## config.mk

```make
export PLATFORM = sky130hd
export DESIGN_NAME = gpio_controller_flat
export DESIGN_NICKNAME = d
export VERILOG_FILES = /design/src/soc_pkg.sv /design/src/bus_if.sv /design/src/gpio_controller.sv /design/src/flat_wrapper.sv
export SDC_FILE = /design/constraint.sdc
export NUM_CORES = 1
export LEC_CHECK = 0
export BUFFER_PORTS_ARGS = -buffer_cell sky130_fd_sc_hd__buf_2
export CORE_UTILIZATION = 38
export CTS_CLUSTER_DIAMETER = 150
export DETAILED_ROUTE_END_ITERATION = 12
export GPL_TIMING_DRIVEN = 0
export PLACE_DENSITY = 0.78
export SYNTH_ARGS = -nofsm -noshare
export SYNTH_HDL_FRONTEND = slang
export SYNTH_SLANG_ARGS = --single-unit
```

## constraint.sdc

```tcl
create_clock -name clk -period 1.45 [get_ports clk]
set_input_delay 0.0725 -clock clk [delete_from_list [all_inputs] [get_ports clk]]
set_output_delay 0.0725 -clock clk [all_outputs]
set_load 0.01 [all_outputs]
```

## src/soc_pkg.sv

```systemverilog
package soc_pkg;

    typedef enum logic [3:0] {
        REGION_RAM = 4'd0,
        REGION_IO  = 4'd1
    } region_e;

    typedef enum logic [3:0] {
        DEV_TIMER = 4'd0,
        DEV_GPIO  = 4'd1
    } device_e;

    // ram view of a bus address
    typedef struct packed {
        region_e     region;
        logic [25:0] word_idx;
        logic [1:0]  byte_off;
    } ram_addr_t;

    // i/o view of a bus address
    typedef struct packed {
        region_e     region;
        logic [15:0] unused;
        device_e     device;
        logic [5:0]  reg_idx;
        logic [1:0]  byte_off;
    } io_addr_t;

    typedef union packed {
        ram_addr_t ram;
        io_addr_t  io;
    } bus_addr_t;

    // timer register map
    localparam logic [5:0] TMR_COUNT   = 6'd0;
    localparam logic [5:0] TMR_COMPARE = 6'd1;
    localparam logic [5:0] TMR_STATUS  = 6'd2;

    // gpio register map
    localparam logic [5:0] GPIO_OUT_REG = 6'd0;
    localparam logic [5:0] GPIO_IN_REG  = 6'd1;

endpackage
```

## src/bus_if.sv

```systemverilog
`timescale 1ns/1ps

interface bus_if;
    import soc_pkg::*;

    bus_addr_t   addr;
    logic [31:0] wdata;
    logic [3:0]  be;
    logic        read;
    logic        write;
    logic [31:0] rdata;
    logic        rvalid;

    modport master (
        output addr, wdata, be, read, write,
        input  rdata, rvalid
    );

    // peripheral side
    modport slave (
        input  addr, wdata, be, read, write,
        output rdata, rvalid
    );

endinterface

```

## src/gpio_controller.sv

```systemverilog
`timescale 1ns/1ps

module gpio_controller #(
    parameter int GPIO_WIDTH = 16
) (
    input  logic                  clk,
    input  logic                  rst_n,
    bus_if.slave                  bus,
    input  logic [GPIO_WIDTH-1:0] gpio_in,
    output logic [GPIO_WIDTH-1:0] gpio_out
);
    import soc_pkg::*;

    logic [GPIO_WIDTH-1:0] out_q;
    logic [31:0]           out_next;
    logic [GPIO_WIDTH-1:0] in_meta;
    logic [GPIO_WIDTH-1:0] in_sync;
    logic [31:0]           rdata_q;
    logic                  rvalid_q;

    // merge enabled byte lanes into the latch
    always_comb begin
        out_next = 32'(out_q);
        for (int i = 0; i < 4; i++) begin
            if (bus.be[i])
                out_next[8*i +: 8] = bus.wdata[8*i +: 8];
        end
    end

    always_ff @(posedge clk) begin
        if (!rst_n) begin
            out_q    <= '0;
            rvalid_q <= 1'b0;
        end else begin
            rvalid_q <= bus.read;
            if (bus.write && bus.addr.io.reg_idx == GPIO_OUT_REG)
                out_q <= out_next[GPIO_WIDTH-1:0];
        end
    end

    // two-flop input sync plus read register
    always_ff @(posedge clk) begin
        in_meta <= gpio_in;
        in_sync <= in_meta;
        if (bus.read) begin
            case (bus.addr.io.reg_idx)
                GPIO_OUT_REG: rdata_q <= 32'(out_q);
                GPIO_IN_REG:  rdata_q <= 32'(in_sync);
                default:      rdata_q <= '0;
            endcase
        end
    end

    assign bus.rdata  = rdata_q;
    assign bus.rvalid = rvalid_q;
    assign gpio_out   = out_q;

endmodule

```

## src/flat_wrapper.sv

```systemverilog
// flat-port wrapper written by rule: the top's interface ports become plain ports
module gpio_controller_flat import soc_pkg::*;
#(
    parameter int GPIO_WIDTH = 16
)
  (clk, rst_n, gpio_in, gpio_out, bus_addr, bus_wdata, bus_be, bus_read, bus_write, bus_rdata, bus_rvalid);
  bus_if bus_i ();
  input  logic clk;
  input  logic rst_n;
  input  logic [GPIO_WIDTH-1:0] gpio_in;
  output logic [GPIO_WIDTH-1:0] gpio_out;
  input wire logic [$bits(bus_i.addr)-1:0] bus_addr;
  input wire logic [$bits(bus_i.wdata)-1:0] bus_wdata;
  input wire logic [$bits(bus_i.be)-1:0] bus_be;
  input wire logic [$bits(bus_i.read)-1:0] bus_read;
  input wire logic [$bits(bus_i.write)-1:0] bus_write;
  output wire logic [$bits(bus_i.rdata)-1:0] bus_rdata;
  output wire logic [$bits(bus_i.rvalid)-1:0] bus_rvalid;
  assign bus_i.addr = bus_addr;
  assign bus_i.wdata = bus_wdata;
  assign bus_i.be = bus_be;
  assign bus_i.read = bus_read;
  assign bus_i.write = bus_write;
  assign bus_rdata = bus_i.rdata;
  assign bus_rvalid = bus_i.rvalid;
  gpio_controller #(.GPIO_WIDTH(GPIO_WIDTH)) u_core (.clk(clk), .rst_n(rst_n), .bus(bus_i), .gpio_in(gpio_in), .gpio_out(gpio_out));
endmodule
```

* After elaboration in Yosys (flattened, before gate mapping) *
Index checks and enable logic that the tools add are counted.

word-level totals
  logic and storage cells = 12
  input bits = 88
  memory bits (read-only) = 0
  bits in writable memories = 0
  bits in latches = 0
  memories = 0
  register bits after elaboration = 81
  output and inout port bits = 49

cells by class
  $lt $le $gt $ge = 0
  $mul = 0
  bitwise gates (word level) = 0
  add/subtract/negate cells = 0
  multiplexer cells = 1
  divide/modulo/power cells = 0
  reductions and logical operators = 4
  shifts and indexed selects = 0
  equality and inequality tests = 1

operators with widths
  cell                                                              count
  16-bit case mux with 2 select lines                               1
  6-bit by 1-bit == test with 1-bit output (second input constant)  1
  6-bit zero test                                                   1
  2-bit AND reduction                                               2
  1-bit logical AND                                                 1

* Logic depth before layout (Yosys ltp) *
  depth in word-level cells = 3
  mapped depth = 6
  gate-level depth less buffers = 3

* Worst setup path before layout *
No wires, ideal clock.

  kind = in2reg
  from = input port bus_addr[7]
  to = register u_core.rdata_q[0], in the netlist u_core.bus.rdata[0], data pin
  arrival time = 1.229 ns
  path slack = 0.081 ns
  required time = 1.310 ns
  path buffers = 3
  stages = 6
  library setup time = 0.140 ns
  cell sequence = or3_1 -> buf_2 -> or3_1 -> buf_6 -> buf_6 -> nor2_1

between the ends
  longest elaborated chain between the ends = 2
  elaborated cells on any way between the ends = 3
  those cells by class = eq/ne: 1; mux: 1; reduce/logical: 1

ends and longest elaborated chain
  element                                                                      line                   source
  from (decl)                                                                  flat_wrapper.sv:12     input wire logic [$bits(bus_i.addr)-1:0] bus_addr;
  6-bit by 1-bit == test with 1-bit output or 6-bit zero test (tied branches)  gpio_controller.sv:46  case (bus.addr.io.reg_idx)
  16-bit case mux with 2 select lines (*)                                      gpio_controller.sv:46
  to (signal assigned)                                                         gpio_controller.sv:47  GPIO_OUT_REG: rdata_q <= 32'(out_q);
  to (signal assigned)                                                         gpio_controller.sv:48  GPIO_IN_REG: rdata_q <= 32'(in_sync);
  to (decl)                                                                    gpio_controller.sv:18  logic [31:0] rdata_q;

Mark *: on every way between the ends. The rest lies on a longest branch, timed or not.
A chain may end at the register's enable or synchronous reset.

* Worst setup path after layout *
  from = input port bus_addr[7]
  to = register u_core.rdata_q[1], in the netlist u_core.bus.rdata[1], data pin

Same word-level chain as after synthesis.

==> results.toml <==
[global_routing]
grtUsageMet3_pct = 5.172
grt_pass1_wl_um = 8459
antenna_found_initial = 0
grt_busiest_layer = "met2"
first_global_vias = 1750
grt_max_degree = 18
grt_use_met2_pct = 30.95
use_met1_pct = 21.52
overflow = 0
grtUsageTotal_pct = 18.74

[die]
row_count = 27
die_h_um = 79.05
start_util_pct = 40.23
dieArea_sq_um = 6249
die_w_um = 79.05
pin_count = 137
coreArea_sq_um = 5608

[sta]
max_slew_margin_pct = 43.45
setup_viol = 0
rsz0062_at_grt = "no"
fin_worst_skew_ps = 6.190
setup_ws_ps = 169.6
setup-tns-final_ps = 0
drv_slew = 0
hold_viol = 0
fin_hold_ws_ps = 6.473
tightest_slew_ps = 848.2
fmax_mhz = 781.0
min_period_ps = 1280
post-route-period-util_pct = 88.30

[worst_setup_path]
worst_setup_path_start_kind = "input port"
critPathLaunch = "bus_addr[7]"
ff2ff_setup_slack_ps = 680
r2r_end = "u_core.bus.rdata[1]$_DFFE_PP_"
reg2reg_from = "u_core.gpio_out[1]$_SDFFE_PN0P_"
cp.required_ps = 1630
critPathMaxFanout = 10
endpoint_kind = "register"
crit_path_end = "u_core.bus.rdata[1]$_DFFE_PP_"
crit_type = "in -> reg"
r2r_cells = 2
critPathArrivalTime_ps = 1460

[drt]
wl_um = 5501
vias = 1832
drt_iter0_drc = 89
firstDrtPassIters = 4
via_per_inst = 4.673
drc = 0
antenna_left = 0
wl_per_cell_um = 14.03

[synthesis]
syn_area_sq_um = 2256
synth.distinct_cells = 19
ys_seq_area_share_pct = 64.78
synth_seq_cells = 65
synth_warnings = 0
syn_avg_cell_area_sq_um = 12.26
synthCells = 184

[power]
finalPower_mw = 3.637
peakVddDrop_uv = 777.5
p_leak_nw = 1.453
cellPowerDensity_nw_per_um2 = 1110

[clock_tree]
clk_latency_ps = 330
clk_pin_slew_worst_paths_ps = 60
numCtsBuffers = 9
cts.htree.levels = 3
clk_path_buf_depth = 2
cts_tree = "built"
root_buffer = "clkbuf_8"
cts.sinks = 65

[finish]
antenna-diode-count = 0
multi_input_area_sq_um = 643.1
drive_gt1_share_pct = 35.00
area_delta_synth_final_pct = 45.20
register_area_sq_um = 1461
stdcell_area_sq_um = 3276
fillers = 505
fin_nets = 403

[placed_design]
hpwl_um = 3517
pre_cts_ws_ps = -236.5
finalWeightedCongestion = 0.7322
placed_area_sq_um = 2768
numPortBuffers = 73

[outcome]
outcome = "complete, no violations"

[flow_run]
max-cap-violations = 0

[hold_path]
min_path_type = "in -> reg"
## sequential cells by signal, summed over array words and instances (netlist names)
signal             count
u_core.bus.rvalid      1
u_core.in_sync        16
u_core.gpio_out       16
u_core.bus.rdata      16
u_core.in_meta        16
## worst min-delay path by stage
stage / start / to / slack, ps / cells past startpoint
after floorplan: gpio_in[0] / u_core.in_meta[0]$_DFF_P_ / 100 / 0
after global placement: gpio_in[10] / u_core.in_meta[10]$_DFF_P_ / 180 / 1
after detailed placement: gpio_in[12] / u_core.in_meta[12]$_DFF_P_ / 180 / 1
after CTS: bus_wdata[12] / u_core.gpio_out[12]$_SDFFE_PN0P_ / 3 / 3
after global routing: bus_wdata[12] / u_core.gpio_out[12]$_SDFFE_PN0P_ / 40 / 3
final: bus_wdata[12] / u_core.gpio_out[12]$_SDFFE_PN0P_ / 6 / 3
## synthesized netlist by cell type, drive strengths merged
cell type	count	area, sq um
nand4	16	100.1
a21oi	16	80.08
and2	1	6.260
dfxtp	49	980.9
mux2i	16	160.2
nor3	1	5.000
nor2	16	60.06
nor4b	1	23.77
inv	3	11.26
clkbuf	6	22.52
conb	1	3.750
buf	23	178.9
o31ai	16	120.1
or3	2	12.51
or4b	1	10.01
edfxtp	16	480.5
## cell usage in the layout, fill, tap and decap left out, types with 4 or more instances in the layout
cell type,n
buf_2,75
dfxtp_1,49
dlygate4sd3_1,32
mux2i_1,16
nor2_1,16
o31ai_1,16
nand4_1,16
a21oi_1,16
buf_4,16
conb_1,16
edfxtp_1,16
clkbuf_8,11
clkbuf_1,7
buf_6,4
## final cells by class
type	count	area share, %
Clock inverter	4	0.8403
Inverter	3	0.3438
Tap cell	72	2.750
Timing Repair Buffer	105	20.93
Sequential cell	65	44.61
Buffer	29	6.150
Clock buffer	12	4.736
Multi-Input combinational cell	102	19.63
## worst max-delay path: stages
cell and delay (ps):
buf_2 110, or3_1 360, buf_2 180, or3_1 330, buf_6 150, buf_6 140
nor2_1 120
## per-layer routing
metal	up-vias	wire [um]
met1	852	2369
met4	0	123
met3	10	296
li1	897	-
met5	-	0
met2	73	2712
## logic make-up after synthesis
group                  synth area share (%)
DFF                                   64.78
and+or+nand+nor                       9.651
AOI/OAI and AO/OA                     8.874
buffers and inverters                 9.429
muxes                                 7.099
other                                0.1662
## timing repair
item | in CTS | in global routing
setup buffers | 0 | 0
endpoints found under the hold margin | 32 | 0
gates resized for setup | 0 | 1
hold buffers | 32 | 0
endpoints found under the setup margin | 0 | 10
## report_power, final
group	total, mW	switching [mW]	internal, mW	leakage (nW)
Combinational	0.325	0.155	0.171	0.799
Clock	1.37	0.662	0.710	0.0846
Sequential	1.94	0.0171	1.92	0.569
Total	3.64	0.834	2.80	1.45
## metrics by stage
step,instances,util [%]
6_report,392,58.41
5_1_grt,392,58.41
4_1_cts,392,58.32
3_5_place_dp,344,49.35
3_3_place_gp,344,49.35
2_1_floorplan,199,-
Note: power is estimated with default switching activity, not from simulation.
