`src/soc_pkg.sv`:
```
package soc_pkg;

    typedef enum logic [3:0] {
        REGION_RAM = 4'd0,
        REGION_IO  = 4'd1
    } region_e;

    typedef enum logic [3:0] {
        DEV_TIMER = 4'd0,
        DEV_GPIO  = 4'd1
    } device_e;

    // ram view of a bus address
    typedef struct packed {
        region_e     region;
        logic [25:0] word_idx;
        logic [1:0]  byte_off;
    } ram_addr_t;

    // i/o view of a bus address
    typedef struct packed {
        region_e     region;
        logic [15:0] unused;
        device_e     device;
        logic [5:0]  reg_idx;
        logic [1:0]  byte_off;
    } io_addr_t;

    typedef union packed {
        ram_addr_t ram;
        io_addr_t  io;
    } bus_addr_t;

    // timer register map
    localparam logic [5:0] TMR_COUNT   = 6'd0;
    localparam logic [5:0] TMR_COMPARE = 6'd1;
    localparam logic [5:0] TMR_STATUS  = 6'd2;

    // gpio register map
    localparam logic [5:0] GPIO_OUT_REG = 6'd0;
    localparam logic [5:0] GPIO_IN_REG  = 6'd1;

endpackage
```
`src/bus_if.sv`:
```
`timescale 1ns/1ps

interface bus_if;
    import soc_pkg::*;

    bus_addr_t   addr;
    logic [31:0] wdata;
    logic [3:0]  be;
    logic        read;
    logic        write;
    logic [31:0] rdata;
    logic        rvalid;

    modport master (
        output addr, wdata, be, read, write,
        input  rdata, rvalid
    );

    // peripheral side
    modport slave (
        input  addr, wdata, be, read, write,
        output rdata, rvalid
    );

endinterface

```
`src/timer_controller.sv`:
```
`timescale 1ns/1ps

module timer_controller (
    input  logic  clk,
    input  logic  rst_n,
    bus_if.slave  bus,
    output logic  irq
);
    import soc_pkg::*;

    logic [31:0] count;
    logic [31:0] compare;
    logic        status;    // sticky match
    logic [31:0] rdata_q;
    logic        rvalid_q;
    logic [5:0]  reg_idx;

    assign reg_idx = bus.addr.io.reg_idx;

    always_ff @(posedge clk) begin
        if (!rst_n) begin
            count    <= '0;
            compare  <= '0;
            status   <= 1'b0;
            rvalid_q <= 1'b0;
        end else begin
            rvalid_q <= bus.read;
            if (bus.write && reg_idx == TMR_COUNT)
                count <= bus.wdata;    // load, count on from here
            else
                count <= count + 32'd1;
            if (bus.write && reg_idx == TMR_COMPARE)
                compare <= bus.wdata;
            // a fresh match wins over a clear
            if (count == compare)
                status <= 1'b1;
            else if (bus.write && reg_idx == TMR_STATUS && bus.wdata[0])
                status <= 1'b0;
        end
    end

    always_ff @(posedge clk) begin
        if (bus.read) begin
            case (reg_idx)
                TMR_COUNT:   rdata_q <= count;
                TMR_COMPARE: rdata_q <= compare;
                TMR_STATUS:  rdata_q <= {31'd0, status};
                default:     rdata_q <= '0;
            endcase
        end
    end

    assign bus.rdata  = rdata_q;
    assign bus.rvalid = rvalid_q;
    assign irq        = status;

    // interrupt only ever rises after a compare match
    a_irq_cause: assert property (@(posedge clk) disable iff (!rst_n)
        $rose(irq) |-> $past(count == compare))
        else $error("timer irq rose without a compare match");

endmodule

```
`src/flat_wrapper.sv`:
```
// flat-port wrapper written by rule: the top's interface ports become plain ports
module timer_controller_flat import soc_pkg::*;
  (clk, rst_n, irq, bus_addr, bus_wdata, bus_be, bus_read, bus_write, bus_rdata, bus_rvalid);
  bus_if bus_i ();
  input  logic clk;
  input  logic rst_n;
  output logic irq;
  input wire logic [$bits(bus_i.addr)-1:0] bus_addr;
  input wire logic [$bits(bus_i.wdata)-1:0] bus_wdata;
  input wire logic [$bits(bus_i.be)-1:0] bus_be;
  input wire logic [$bits(bus_i.read)-1:0] bus_read;
  input wire logic [$bits(bus_i.write)-1:0] bus_write;
  output wire logic [$bits(bus_i.rdata)-1:0] bus_rdata;
  output wire logic [$bits(bus_i.rvalid)-1:0] bus_rvalid;
  assign bus_i.addr = bus_addr;
  assign bus_i.wdata = bus_wdata;
  assign bus_i.be = bus_be;
  assign bus_i.read = bus_read;
  assign bus_i.write = bus_write;
  assign bus_rdata = bus_i.rdata;
  assign bus_rvalid = bus_i.rvalid;
  timer_controller u_core (.clk(clk), .rst_n(rst_n), .bus(bus_i), .irq(irq));
endmodule
```
`config.mk`:
```
export PLATFORM = sky130hd
export DESIGN_NAME = timer_controller_flat
export DESIGN_NICKNAME = d
export VERILOG_FILES = /design/src/soc_pkg.sv /design/src/bus_if.sv /design/src/timer_controller.sv /design/src/flat_wrapper.sv
export SDC_FILE = /design/constraint.sdc
export NUM_CORES = 1
export LEC_CHECK = 0
export ABC_CLOCK_PERIOD_IN_PS = 3030
export BUFFER_PORTS_ARGS = -buffer_cell sky130_fd_sc_hd__buf_2
export CAP_MARGIN = 10
export CORE_ASPECT_RATIO = 0.6
export CORE_UTILIZATION = 35
export CTS_BUF_LIST = sky130_fd_sc_hd__clkbuf_4
export DETAILED_ROUTE_END_ITERATION = 12
export GPL_ROUTABILITY_DRIVEN = 0
export HOLD_SLACK_MARGIN = 0.03
export SLEW_MARGIN = 25
export SYNTH_ARGS = -nofsm -noshare
export SYNTH_HDL_FRONTEND = slang
export SYNTH_SLANG_ARGS = --single-unit
```
`constraint.sdc`:
```
create_clock -name clk -period 3.03 [get_ports clk]
set_input_delay 0.4545 -clock clk [delete_from_list [all_inputs] [get_ports clk]]
set_output_delay 0.4545 -clock clk [all_outputs]
set_load 0.005 [all_outputs]
```
# Word level (Yosys, flattened, before mapping)
# Index checks and enable logic that the tools add are counted.
dict set report word_totals {
  register_bits 98
  latchBits 0
  ram_bits 0
  mem_bits_ro 0
  elab_cells 19
  n_memories 0
}
dict set report classes {
  addsub 1
  mul 0
  div 0
  magnitude_cmp 0
  n_eq_ne 3
  shifts 0
  muxes 4
  n_bitwise 0
  reduce_logical 6
}
# cell n
set op_table {}
lappend op_table {{case mux 32 bit (3 select lines)} 1}
lappend op_table {{adder 32 x 1 -> 32 bit, second input constant} 1}
lappend op_table {{== test 32 bit} 1}
lappend op_table {{two-way mux 32 bit} 1}
lappend op_table {{== test 6 x 1 -> 1 bit, second input constant} 1}
lappend op_table {{== test 6 x 2 -> 1 bit, second input constant} 1}
lappend op_table {{zero test 6 bit} 1}
lappend op_table {{logical AND 1 bit} 4}
lappend op_table {{two-way mux 1 bit} 2}
lappend op_table {{nonzero test 2 bit} 1}

# Longest topological paths before layout
dict set report logic_depth {
  depth_word 5
  ltp_mapped 7
  ltp_nobuf 6
}

# Worst setup path after synthesis
# No wires, ideal clock.
dict set report synth_path {
  path_type {input port to flip-flop}
  startpoint {input bus_addr[7]}
  endpoint {register u_core.count[14]}
  setup_time_ps 116
  arrival_ps 1849
  required_time_ps 2914
  slack_ps 1065
  stages 5
  path_buffers 1
  path_cell_list {or4_4 nor3_4 nand2_1 clkbuf_1 o211a_1}
}
dict set report synth_via {
  elab_chain_len 3
}
# item line_no
set synth_lines {}
lappend synth_lines {{start: declaration} flat_wrapper.sv:8} ;# input wire logic [$bits(bus_i.addr)-1:0] bus_addr;
lappend synth_lines {{zero test 6 bit} timer_controller.sv:28} ;# if (bus.write && reg_idx == TMR_COUNT)
lappend synth_lines {{logical AND 1 bit} timer_controller.sv:28}
lappend synth_lines {{two-way mux 32 bit} timer_controller.sv:28}
lappend synth_lines {{end signal: assignment} timer_controller.sv:29} ;# count <= bus.wdata;
lappend synth_lines {{end signal: assignment} timer_controller.sv:31} ;# count <= count + 32'd1;
lappend synth_lines {{end: declaration} timer_controller.sv:11} ;# logic [31:0] count;
# No other way between the ends.
# A chain may end at the register's enable or synchronous reset.

# Final worst setup path
dict set report layout_path {
  startpoint {register u_core.count[0]}
  endpoint {register u_core.count[20]}
}
dict set report layout_via {
  elab_chain_len 2
}
# item line_no
set layout_lines {}
lappend layout_lines {{adder 32 x 1 -> 32 bit} timer_controller.sv:31}
lappend layout_lines {{two-way mux 32 bit} timer_controller.sv:28}
# No other way between the ends.

==> summary.md <==
| Metric | Value |
|---|---|
| # nets final | `603` |
| Critical path peak fanout | `9` |
| Distinct cells, synth | `31` |
| Mean post-synth cell area | `9.77 um^2` |
| Post-synth net total | `545` |
| Synth top area cells | `dfxtp_1 29%, edfxtp_1 21%, xnor2_1 9.1%` |
| P_leak | `0.00201 uW` |
| Cell Rows | `32` |
| Detailed Place HPWL | `8330 um` |
| Post-Synthesis Cell Area | `4610 um^2` |
| Clock sink count | `98` |
| First-pass GRT wire length | `18,800 um` |
| Number of DRC violations after detailed-routing iteration 0 | `366` |
| Final Hold Viols | `0` |
| Total power | `2320 uW` |
| Setup-failing EPs final | `0` |
| Layout cells sized above 1 | `19.8%` |
| WL/cell | `17.3 um` |
| Status | `completed` |
| Residual DRC | `0` |
| Fmax | `0.442 GHz` |
| Int Power | `1780 uW` |
| Switching share of power | `23.2%` |
| Crit end category | `flop` |
| Total global-route track usage | `18.5%` |
| H-tree Lvls | `3` |
| Slew Viols, Final | `0` |
| Die area | `13,700 um^2` |
| CP Launch Type | `flop` |
| Clock slew seen by the registers of the worst setup and hold paths | `0.15 ns` |
| NetSw | `539 uW` |
| Grt ovf | `0` |
| Initial antenna violation count | `0` |
| Height of the die | `90.9 um` |
| Fill cells | `1,275` |
| Area delta synth->final | `14.7%` |
| Final wirelength | `12,200 um` |
| Most frequent cells in the layout | `87 x nand2_1, 75 x buf_2, 66 x dfxtp_1` |
| Total CTS buffers | `9` |
| Syn. warnings | `0` |
| Most common cell after layout, fill and taps aside | `nand2_1` |
| Post-layout min period | `2.26 ns` |
| Synth top area share | `28.6%` |
| RSZ-0062 raised after global routing | `no` |
| Starting Density | `35.9%` |
| #FFs+latches synth | `98` |
| Die W | `150 um` |
| Critical path class | `reg2reg` |
| Io pins | `106` |
| Port-buffer cells | `75` |
| Ant diodes | `0` |
| Tcrit/Tclk final | `74.6%` |
| Vias after detailed routing | `3,704` |
| Core Box Area | `12,900 um^2` |
| Peak supply drop | `169 uV` |
| Clock latency on the worst-skew pair | `0.46 ns` |
| First-pass detailed-route iteration total | `5` |
| Slew HR | `33.8%` |
| Cell Pwr Density | `439 nW/um^2` |
| Largest net degree at the start of global routing | `57` |
| Routed vias/inst | `5.25` |
| Clock share of power | `33.6%` |
| Postcts setup bufs | `0` |
| Yosys top cell by area | `dfxtp_1` |
| Hold WC Path Type | `in2reg` |
| Critical path arrival | `2.66 ns` |
| Skew final | `0.0123 ns` |
| Post-synthesis sequential area ratio | `49.5%` |
| Vias in the first global route | `3,314` |
| Post-CTS Hold Buffers | `0` |
| Synthesized instance count | `472` |
| Combinational cell fraction of total power | `6.2%` |
| Clk buf depth | `2` |
| Root buf cell | `clkbuf_4` |
| CTS tree | `yes` |
| Worst-Margin Slew | `0.985 ns` |
| Max Cap Violations | `0` |
| Setup TNS | `0 ns` |
| WP data required | `3.43 ns` |
| Resize count post-CTS | `0` |
| Antenna viol nets, final | `0` |
| Sequential share of power | `60.2%` |
-- synth_stat cells --
library cell,instances
nand2_1,88
dfxtp_1,66
xnor2_1,48
edfxtp_1,32
a22o_1,31
a21boi_1,30
clkbuf_1,29
a21oi_1,19
o21ai_0,19
nand3_1,16
nand4_1,16
xor2_1,14
o211a_1,12
nor2_1,6
nor3_1,6
nor4_1,6
and3_1,5
inv_1,4
a21boi_0,3
and4_1,3
buf_2,3
buf_4,3
a22oi_1,2
and2_1,2
nand4_2,2
or4_4,2
ha_1,1
nor2b_1,1
nor3_2,1
nor3_4,1
nor3b_4,1
-- per-stage QoR --
step | util, % | worst slack, ns | cell area (um^2) | hold WS, ns | cells
2_1_floorplan | - | 1.07 | 4610 | 0.460 | 472
3_3_place_gp | 40.0 | 0.631 | 5130 | 0.465 | 689
3_5_place_dp | 40.0 | 0.602 | 5130 | 0.472 | 689
5_1_grt | 41.2 | 0.612 | 5290 | 0.183 | 705
4_1_cts | 41.2 | 0.781 | 5290 | 0.196 | 705
6_report | 41.2 | 0.769 | 5290 | 0.213 | 705
-- power groups by stage --
stage                     clock network (uW)  registers, uW  logic, uW
after floorplan                            0           1420       61.3
after global placement                     0           1430        141
after detailed placement                   0           1430        143
after CTS                                803           1400        144
after global routing                     847           1400        157
final                                    780           1400        143
-- worst paths after layout --
path	slack, ns	endpoint	from	depth (start not counted)
worst max-delay path	0.77	u_core.count[20]$_SDFF_PN0_	u_core.count[0]$_SDFF_PN0_	6
worst max register to register	0.77	u_core.count[20]$_SDFF_PN0_	u_core.count[0]$_SDFF_PN0_	6
worst min register to register	0.49	u_core.compare[17]$_SDFFE_PN0P_	u_core.compare[17]$_SDFFE_PN0P_	2
worst min-delay path	0.21	u_core.compare[12]$_SDFFE_PN0P_	bus_wdata[12]	3
-- cells by family (layout without fill, tap and decap cells) --
family          count (synthesis)  after routing  synth area share (%)
compound gates                116            116                  18.3
xor+xnor                       62             62                  11.8
fa+ha+maj                       1              1                 0.271
buf+inv                        39            102                  3.50
flops                          98             98                  49.5
simple gates                  156            156                  16.7
-- area by class of cell --
cell class / count / area [um^2] / share of cell area [%]
repair buffers: 82 / 453 / 8.56
flip-flops and latches: 98 / 2280 / 43.1
clock buffers: 10 / 75.1 / 1.42
clock inverters: 6 / 82.6 / 1.56
inverters: 4 / 15.0 / 0.284
well taps: 170 / 213 / 4.02
multi-input cells: 335 / 2170 / 41.0
-- per-layer routing --
metal	GRT usage [%]	part of all wire, %
met5	0	0
met4	3.54	0.75
met3	4.92	8.0
met2	24.2	39
met1	29.6	52
-- worst max-delay path, stage by stage, from the launching register on --
cell,delay [ns]
dfxtp_1,0.46
ha_1,0.25
nand4_1,0.24
nor3_2,0.68
nand3_1,0.22
xor2_1,0.20
a21oi_1,0.13
-- state kept, by name (all words and copies together), names as in the netlist --
name and flops:
u_core.irq 1, u_core.bus.rvalid 1, u_core.bus.rdata 32, u_core.compare 32, u_core.count 32
No activity file was read; power rests on OpenSTA's default activity.
