==> src/soc_pkg.sv <==
package soc_pkg;

    typedef enum logic [3:0] {
        REGION_RAM = 4'd0,
        REGION_IO  = 4'd1
    } region_e;

    typedef enum logic [3:0] {
        DEV_TIMER = 4'd0,
        DEV_GPIO  = 4'd1
    } device_e;

    // ram view of a bus address
    typedef struct packed {
        region_e     region;
        logic [25:0] word_idx;
        logic [1:0]  byte_off;
    } ram_addr_t;

    // i/o view of a bus address
    typedef struct packed {
        region_e     region;
        logic [15:0] unused;
        device_e     device;
        logic [5:0]  reg_idx;
        logic [1:0]  byte_off;
    } io_addr_t;

    typedef union packed {
        ram_addr_t ram;
        io_addr_t  io;
    } bus_addr_t;

    // timer register map
    localparam logic [5:0] TMR_COUNT   = 6'd0;
    localparam logic [5:0] TMR_COMPARE = 6'd1;
    localparam logic [5:0] TMR_STATUS  = 6'd2;

    // gpio register map
    localparam logic [5:0] GPIO_OUT_REG = 6'd0;
    localparam logic [5:0] GPIO_IN_REG  = 6'd1;

endpackage
==> src/bus_if.sv <==
`timescale 1ns/1ps

interface bus_if;
    import soc_pkg::*;

    bus_addr_t   addr;
    logic [31:0] wdata;
    logic [3:0]  be;
    logic        read;
    logic        write;
    logic [31:0] rdata;
    logic        rvalid;

    modport master (
        output addr, wdata, be, read, write,
        input  rdata, rvalid
    );

    // peripheral side
    modport slave (
        input  addr, wdata, be, read, write,
        output rdata, rvalid
    );

endinterface

==> src/data_bus.sv <==
`timescale 1ns/1ps

module data_bus #(
    parameter int RAM_WORDS = 1024
) (
    input  logic               clk,
    input  logic               rst_n,
    input  soc_pkg::bus_addr_t addr,
    input  logic [31:0]        wdata,
    input  logic [3:0]         be,
    input  logic               read,
    input  logic               write,
    output logic [31:0]        rdata,
    output logic               rvalid,
    output logic               bus_error,
    bus_if.master              ram,
    bus_if.master              timer,
    bus_if.master              gpio
);
    import soc_pkg::*;

    logic       sel_ram;
    logic       sel_timer;
    logic       sel_gpio;
    logic       mapped;
    logic [2:0] sel_q;    // one-hot gpio, timer, ram
    logic       err_q;

    always_comb begin
        sel_ram   = 1'b0;
        sel_timer = 1'b0;
        sel_gpio  = 1'b0;
        case (addr.ram.region)
            REGION_RAM: sel_ram = (addr.ram.word_idx < RAM_WORDS);
            REGION_IO: begin
                sel_timer = (addr.io.device == DEV_TIMER);
                sel_gpio  = (addr.io.device == DEV_GPIO);
            end
            default: ;    // unmapped region
        endcase
    end

    assign mapped = sel_ram | sel_timer | sel_gpio;

    // address and write data fan out to every slave
    assign ram.addr    = addr;
    assign ram.wdata   = wdata;
    assign ram.be      = be;
    assign ram.read    = read & sel_ram;
    assign ram.write   = write & sel_ram;

    assign timer.addr  = addr;
    assign timer.wdata = wdata;
    assign timer.be    = be;
    assign timer.read  = read & sel_timer;
    assign timer.write = write & sel_timer;

    assign gpio.addr   = addr;
    assign gpio.wdata  = wdata;
    assign gpio.be     = be;
    assign gpio.read   = read & sel_gpio;
    assign gpio.write  = write & sel_gpio;

    always_ff @(posedge clk) begin
        if (!rst_n) begin
            sel_q <= 3'b000;
            err_q <= 1'b0;
        end else begin
            sel_q <= read ? {sel_gpio, sel_timer, sel_ram} : 3'b000;
            err_q <= (read | write) & ~mapped;
        end
    end

    assign rvalid    = |(sel_q & {gpio.rvalid, timer.rvalid, ram.rvalid});
    assign bus_error = err_q;

    // response mux, zero when nothing returns
    always_comb begin
        rdata = '0;
        if (sel_q[0] && ram.rvalid)
            rdata = ram.rdata;
        else if (sel_q[1] && timer.rvalid)
            rdata = timer.rdata;
        else if (sel_q[2] && gpio.rvalid)
            rdata = gpio.rdata;
    end

    a_no_rw_overlap: assert property (@(posedge clk) disable iff (!rst_n)
        !(read && write))
        else $error("read and write strobes high together");

    a_one_slave: assert property (@(posedge clk) disable iff (!rst_n)
        $onehot0({gpio.read | gpio.write, timer.read | timer.write, ram.read | ram.write}))
        else $error("more than one slave strobed");

    // every mapped read answers on the next cycle, and nothing else does
    a_rvalid_timing: assert property (@(posedge clk) disable iff (!rst_n)
        rvalid == $past(read && mapped))
        else $error("rvalid not one cycle after read");

endmodule

==> src/flat_wrapper.sv <==
// flat-port wrapper written by rule: the top's interface ports become plain ports
module data_bus_flat import soc_pkg::*;
#(
    parameter int RAM_WORDS = 1024
)
  (clk, rst_n, addr, wdata, be, read, write, rdata, rvalid, bus_error, ram_addr, ram_wdata, ram_be, ram_read, ram_write, ram_rdata, ram_rvalid, timer_addr, timer_wdata, timer_be, timer_read, timer_write, timer_rdata, timer_rvalid, gpio_addr, gpio_wdata, gpio_be, gpio_read, gpio_write, gpio_rdata, gpio_rvalid);
  bus_if ram_i ();
  bus_if timer_i ();
  bus_if gpio_i ();
  input  logic clk;
  input  logic rst_n;
  input  soc_pkg::bus_addr_t addr;
  input  logic [31:0] wdata;
  input  logic [3:0] be;
  input  logic read;
  input  logic write;
  output logic [31:0] rdata;
  output logic rvalid;
  output logic bus_error;
  output wire logic [$bits(ram_i.addr)-1:0] ram_addr;
  output wire logic [$bits(ram_i.wdata)-1:0] ram_wdata;
  output wire logic [$bits(ram_i.be)-1:0] ram_be;
  output wire logic [$bits(ram_i.read)-1:0] ram_read;
  output wire logic [$bits(ram_i.write)-1:0] ram_write;
  input wire logic [$bits(ram_i.rdata)-1:0] ram_rdata;
  input wire logic [$bits(ram_i.rvalid)-1:0] ram_rvalid;
  output wire logic [$bits(timer_i.addr)-1:0] timer_addr;
  output wire logic [$bits(timer_i.wdata)-1:0] timer_wdata;
  output wire logic [$bits(timer_i.be)-1:0] timer_be;
  output wire logic [$bits(timer_i.read)-1:0] timer_read;
  output wire logic [$bits(timer_i.write)-1:0] timer_write;
  input wire logic [$bits(timer_i.rdata)-1:0] timer_rdata;
  input wire logic [$bits(timer_i.rvalid)-1:0] timer_rvalid;
  output wire logic [$bits(gpio_i.addr)-1:0] gpio_addr;
  output wire logic [$bits(gpio_i.wdata)-1:0] gpio_wdata;
  output wire logic [$bits(gpio_i.be)-1:0] gpio_be;
  output wire logic [$bits(gpio_i.read)-1:0] gpio_read;
  output wire logic [$bits(gpio_i.write)-1:0] gpio_write;
  input wire logic [$bits(gpio_i.rdata)-1:0] gpio_rdata;
  input wire logic [$bits(gpio_i.rvalid)-1:0] gpio_rvalid;
  assign ram_addr = ram_i.addr;
  assign ram_wdata = ram_i.wdata;
  assign ram_be = ram_i.be;
  assign ram_read = ram_i.read;
  assign ram_write = ram_i.write;
  assign ram_i.rdata = ram_rdata;
  assign ram_i.rvalid = ram_rvalid;
  assign timer_addr = timer_i.addr;
  assign timer_wdata = timer_i.wdata;
  assign timer_be = timer_i.be;
  assign timer_read = timer_i.read;
  assign timer_write = timer_i.write;
  assign timer_i.rdata = timer_rdata;
  assign timer_i.rvalid = timer_rvalid;
  assign gpio_addr = gpio_i.addr;
  assign gpio_wdata = gpio_i.wdata;
  assign gpio_be = gpio_i.be;
  assign gpio_read = gpio_i.read;
  assign gpio_write = gpio_i.write;
  assign gpio_i.rdata = gpio_rdata;
  assign gpio_i.rvalid = gpio_rvalid;
  data_bus #(.RAM_WORDS(RAM_WORDS)) u_core (.clk(clk), .rst_n(rst_n), .addr(addr), .wdata(wdata), .be(be), .read(read), .write(write), .rdata(rdata), .rvalid(rvalid), .bus_error(bus_error), .ram(ram_i), .timer(timer_i), .gpio(gpio_i));
endmodule
==> config.mk <==
export PLATFORM = sky130hd
export DESIGN_NAME = data_bus_flat
export DESIGN_NICKNAME = d
export VERILOG_FILES = /design/src/soc_pkg.sv /design/src/bus_if.sv /design/src/data_bus.sv /design/src/flat_wrapper.sv
export SDC_FILE = /design/constraint.sdc
export NUM_CORES = 1
export LEC_CHECK = 0
export BUFFER_PORTS_ARGS = -buffer_cell sky130_fd_sc_hd__buf_2
export CAP_MARGIN = 20
export CELL_PAD_IN_SITES_DETAIL_PLACEMENT = 0
export CELL_PAD_IN_SITES_GLOBAL_PLACEMENT = 1
export CORE_AREA = 2 2 160 162
export CTS_CLUSTER_SIZE = 24
export DETAILED_ROUTE_END_ITERATION = 10
export DIE_AREA = 0 0 162 164
export GPL_ROUTABILITY_DRIVEN = 0
export PLACE_DENSITY = 0.62
export SKIP_CTS_REPAIR_TIMING = 1
export SYNTH_ARGS = -nofsm -noshare
export SYNTH_HDL_FRONTEND = slang
export SYNTH_SLANG_ARGS = --single-unit
==> constraint.sdc <==
create_clock -name clk -period 1.6 [get_ports clk]
set_input_delay 0.16 -clock clk [delete_from_list [all_inputs] [get_ports clk]]
set_output_delay 0.16 -clock clk [all_outputs]
set_load 0.005 [all_outputs]
# == Word level (Yosys, flattened, before mapping) ==
# Cells that the tools add are included.
# classes
n_lt_le_gt_ge,1
n_eq_ne,2
mux,6
bitwise_logic,12
reduce_logical,7
# op_table
op,n
32-bit two-way mux,3
26-bit by 11-bit less-than comparator with 1-bit output (second input constant),1
4-bit by 1-bit equality test with 1-bit output (second input constant),2
4-bit zero test,2
1-bit AND,7
3-bit AND,1
1-bit logical AND,3
1-bit two-way mux,3
1-bit OR,3
3-bit OR reduction,1
2-bit AND reduction,1
1-bit inverter,1
# word_totals
reg_bits,4
out_inout_bits,244

# == Depth between registers and ports, before layout ==
# logic_depth
depth_word,6
ltp_mapped,5

# == Worst setup path after synthesis ==
# No wires, ideal clock.
# synth_timing
path_kind,flip-flop to output port
start,register u_core.sel_q[2]
end,output port rdata[10]
arrival_time_ns,1.085
t_required_ns,1.440
path_slack_ns,0.355
stages_incl_launch_ff,6
n_path_buf,2
path_cell_list,dfxtp_1 -> and2_1 -> clkbuf_2 -> clkbuf_1 -> a31oi_1 -> o21ai_0
# synth_between
elab_chain_cells,4
# synth_rtl
element,line,text
from (decl),data_bus.sv:26,logic [2:0] sel_q;
from (signal assigned),data_bus.sv:69,"sel_q <= read ? {sel_gpio, sel_timer, sel_ram} : 3'b000;"
1-bit logical AND,data_bus.sv:84,else if (sel_q[2] && gpio.rvalid)
32-bit two-way mux,data_bus.sv:84,
32-bit two-way mux,data_bus.sv:82,else if (sel_q[1] && timer.rvalid)
32-bit two-way mux,data_bus.sv:80,if (sel_q[0] && ram.rvalid)
to (decl),flat_wrapper.sv:17,output logic [31:0] rdata;
# Every way passes these cells.

# == Worst setup path after layout ==
# layout_timing
start,register u_core.sel_q[0]
end,output port rdata[22]
# layout_between
elab_chain_cells,2
# layout_rtl
element,line
1-bit logical AND,data_bus.sv:80
32-bit two-way mux,data_bus.sv:80
# Every way passes these cells.

==> results.md <==
- Achievable Freq: 670 MHz
- Max_cap viols: 0
- Overall Global Routing Usage: 6.08%
- Commonest non-fill, non-tap cell in the layout: buf_2
- I/O Pins: 415
- Crit-path leading delay family: buffers and inverters
- First-pass DRT Iterations: 4
- Final slew viol count: 0
- FP Rows: 58
- Syn nets: 557
- Pwr per Cell Area: 289 nW/um^2
- Die Span X: 162 um
- Mapped cell area: 2580 um^2
- Initial antenna violation count: 3
- CP startpoint kind: flop
- Cell area after placement: 2700 um^2
- CTS tree: done
- Setup slack after layout: 0.108 ns
- RSZ-0062 raised after global routing: no
- First-pass GRT wire length: 12400 um
- Cts bufs inserted: 3
- Maximum VDD drop: 0.244 mV
- Number of global-route vias before repair: 1988
- Endpoints failing hold: 0
- Worst slack, placed: -0.173 ns
- GRT overflow: 0
- Measured slew at the worst slew-check pin: 0.296 ns
- Register area share after synthesis: 3.11%
- Most frequent cells in the layout: buf_2 (238), nand2_1 (36), and3_1 (33)
- Post-Route WL: 9720 um
- Post-Layout Inst Area: 2850 um^2
- Avg Inst Size Synth: 6.68 um^2
- Drt drc: 0
- Synth-to-Final Area Change: 10.5%
- Clock transition at path regs: 0.03 ns
- Sink Count: 4
- Initial core utilization: 10.4%
- #FFs+latches synth: 4
- Max transition margin: 80.2%
- Worst Path Buf+Inv: 2
- DP HPWL: 7770 um
- Fin crit share: 93.3%
- Clock root buffer: clkbuf_16
- CP arrival: 1.33 ns
- Avg WL per Cell: 13.0 um
- Final hold slack: 0.238 ns
- Data required, critical path: 1.44 ns
- Clock Tree Buf Depth: 2
- Final Util: 11.5%
- Min Clock Period, post-route: 1.49 ns
- Vias: 2425
- Leakage: 1.55 nW
- Drt initial violations: 173
- Max FO, Critical Path: 65
- Worst hold-check path type: primary input to flop
- Fillers: 2906
- Via-per-instance ratio: 3.26
- TNS Setup: 0 ns
- Setup crit end kind: output pin
- Total of warnings raised by yosys: 0
- CORE AREA: 24800 um^2
- Setup violators final: 0
- Outcome: finished, final reports clean
- Slowest stage delay, CP: 0.33 ns
- Distinct cells, synth: 23
- Antenna Nets Post-Route: 0
- Post-Synthesis Cells: 386
- Die Ht: 164 um
- Critical-path cell list: and2_2 -> buf_12 -> nand2_1 -> o21ai_2 -> buf_2
- Fin nets: 588
- Slowest CP cell: dfxtp_1
- Share of layout cells above drive strength 1: 64.6%
- Die area: 26600 um^2
- Critical path type: flop to output pin
- Diodes inserted: 0
- Pin count of the biggest net entering global routing: 66
- Port bufs: 238
- H-tree depth: 1
## state kept, by name (all words and copies together), names as in the netlist
name and flops:
u_core.sel_q 3, u_core.bus_error 1
## per-layer routing
layer | vias up | routed length, um | GRT usage, %
li1 | 1153 | - | -
met1 | 1020 | 3810 | 6.91
met2 | 232 | 4010 | 9.01
met3 | 14 | 1800 | 4.95
met4 | 6 | 56 | 0.885
met5 | - | 40 | 0
## stage by stage
| step | instances | power, mW |
|---|---|---|
| 5_1_grt | 745 | 0.865 |
| 3_5_place_dp | 741 | 0.436 |
| 4_1_cts | 744 | 0.828 |
| 2_1_floorplan | 386 | 0.544 |
| 3_3_place_gp | 741 | 0.438 |
| 6_report | 745 | 0.822 |
## power by group
part           switching [mW]  leakage [nW]  internal [mW]
registers            0.000447        0.0331          0.102
logic                   0.145          1.48          0.187
clock network          0.0682        0.0370          0.319
total                   0.214          1.55          0.609
## cells in the mapped netlist
cell type / n / area share (%)
buf_4: 204 / 59
nand2_1: 36 / 5.2
and3_1: 34 / 8.3
a31oi_1: 32 / 7.8
o21ai_0: 32 / 6.2
clkbuf_1: 17 / 2.5
nor4_1: 6 / 1.5
dfxtp_1: 4 / 3.1
nor3_1: 3 / 0.58
and2_1: 2 / 0.49
buf_2: 2 / 0.39
inv_1: 2 / 0.29
nor2_1: 2 / 0.29
and4_1: 1 / 0.34
buf_6: 1 / 0.44
clkbuf_2: 1 / 0.19
nand4b_4: 1 / 0.92
nor2_2: 1 / 0.24
nor3_2: 1 / 0.39
o21ba_1: 1 / 0.39
o221ai_1: 1 / 0.34
or3_1: 1 / 0.24
or4b_4: 1 / 0.53
## final cells by class
| type | instances | area (um^2) | area share [%] |
|---|---|---|---|
| clock buffers | 3 | 75.1 | 2.64 |
| inverters | 2 | 7.51 | 0.264 |
| multi-input cells | 155 | 916 | 32.1 |
| flip-flops and latches | 4 | 81.3 | 2.85 |
| well taps | 330 | 413 | 14.5 |
| repair buffers | 251 | 1360 | 47.6 |
## path summary, 6_finish.rpt
check,start,end,depth (start not counted)
min,rst_n,u_core.sel_q[0],3
max,u_core.sel_q[0],rdata[22],5
## cell families after synthesis
logic type	count (synthesis)	share of synthesized area (%)
flip-flops	4	3.11
buffers and inverters	227	63.2
AO/OA/AOI/OAI	66	14.7
AND/OR/NAND/NOR	89	19.0
(Power assumes the default switching activity.)
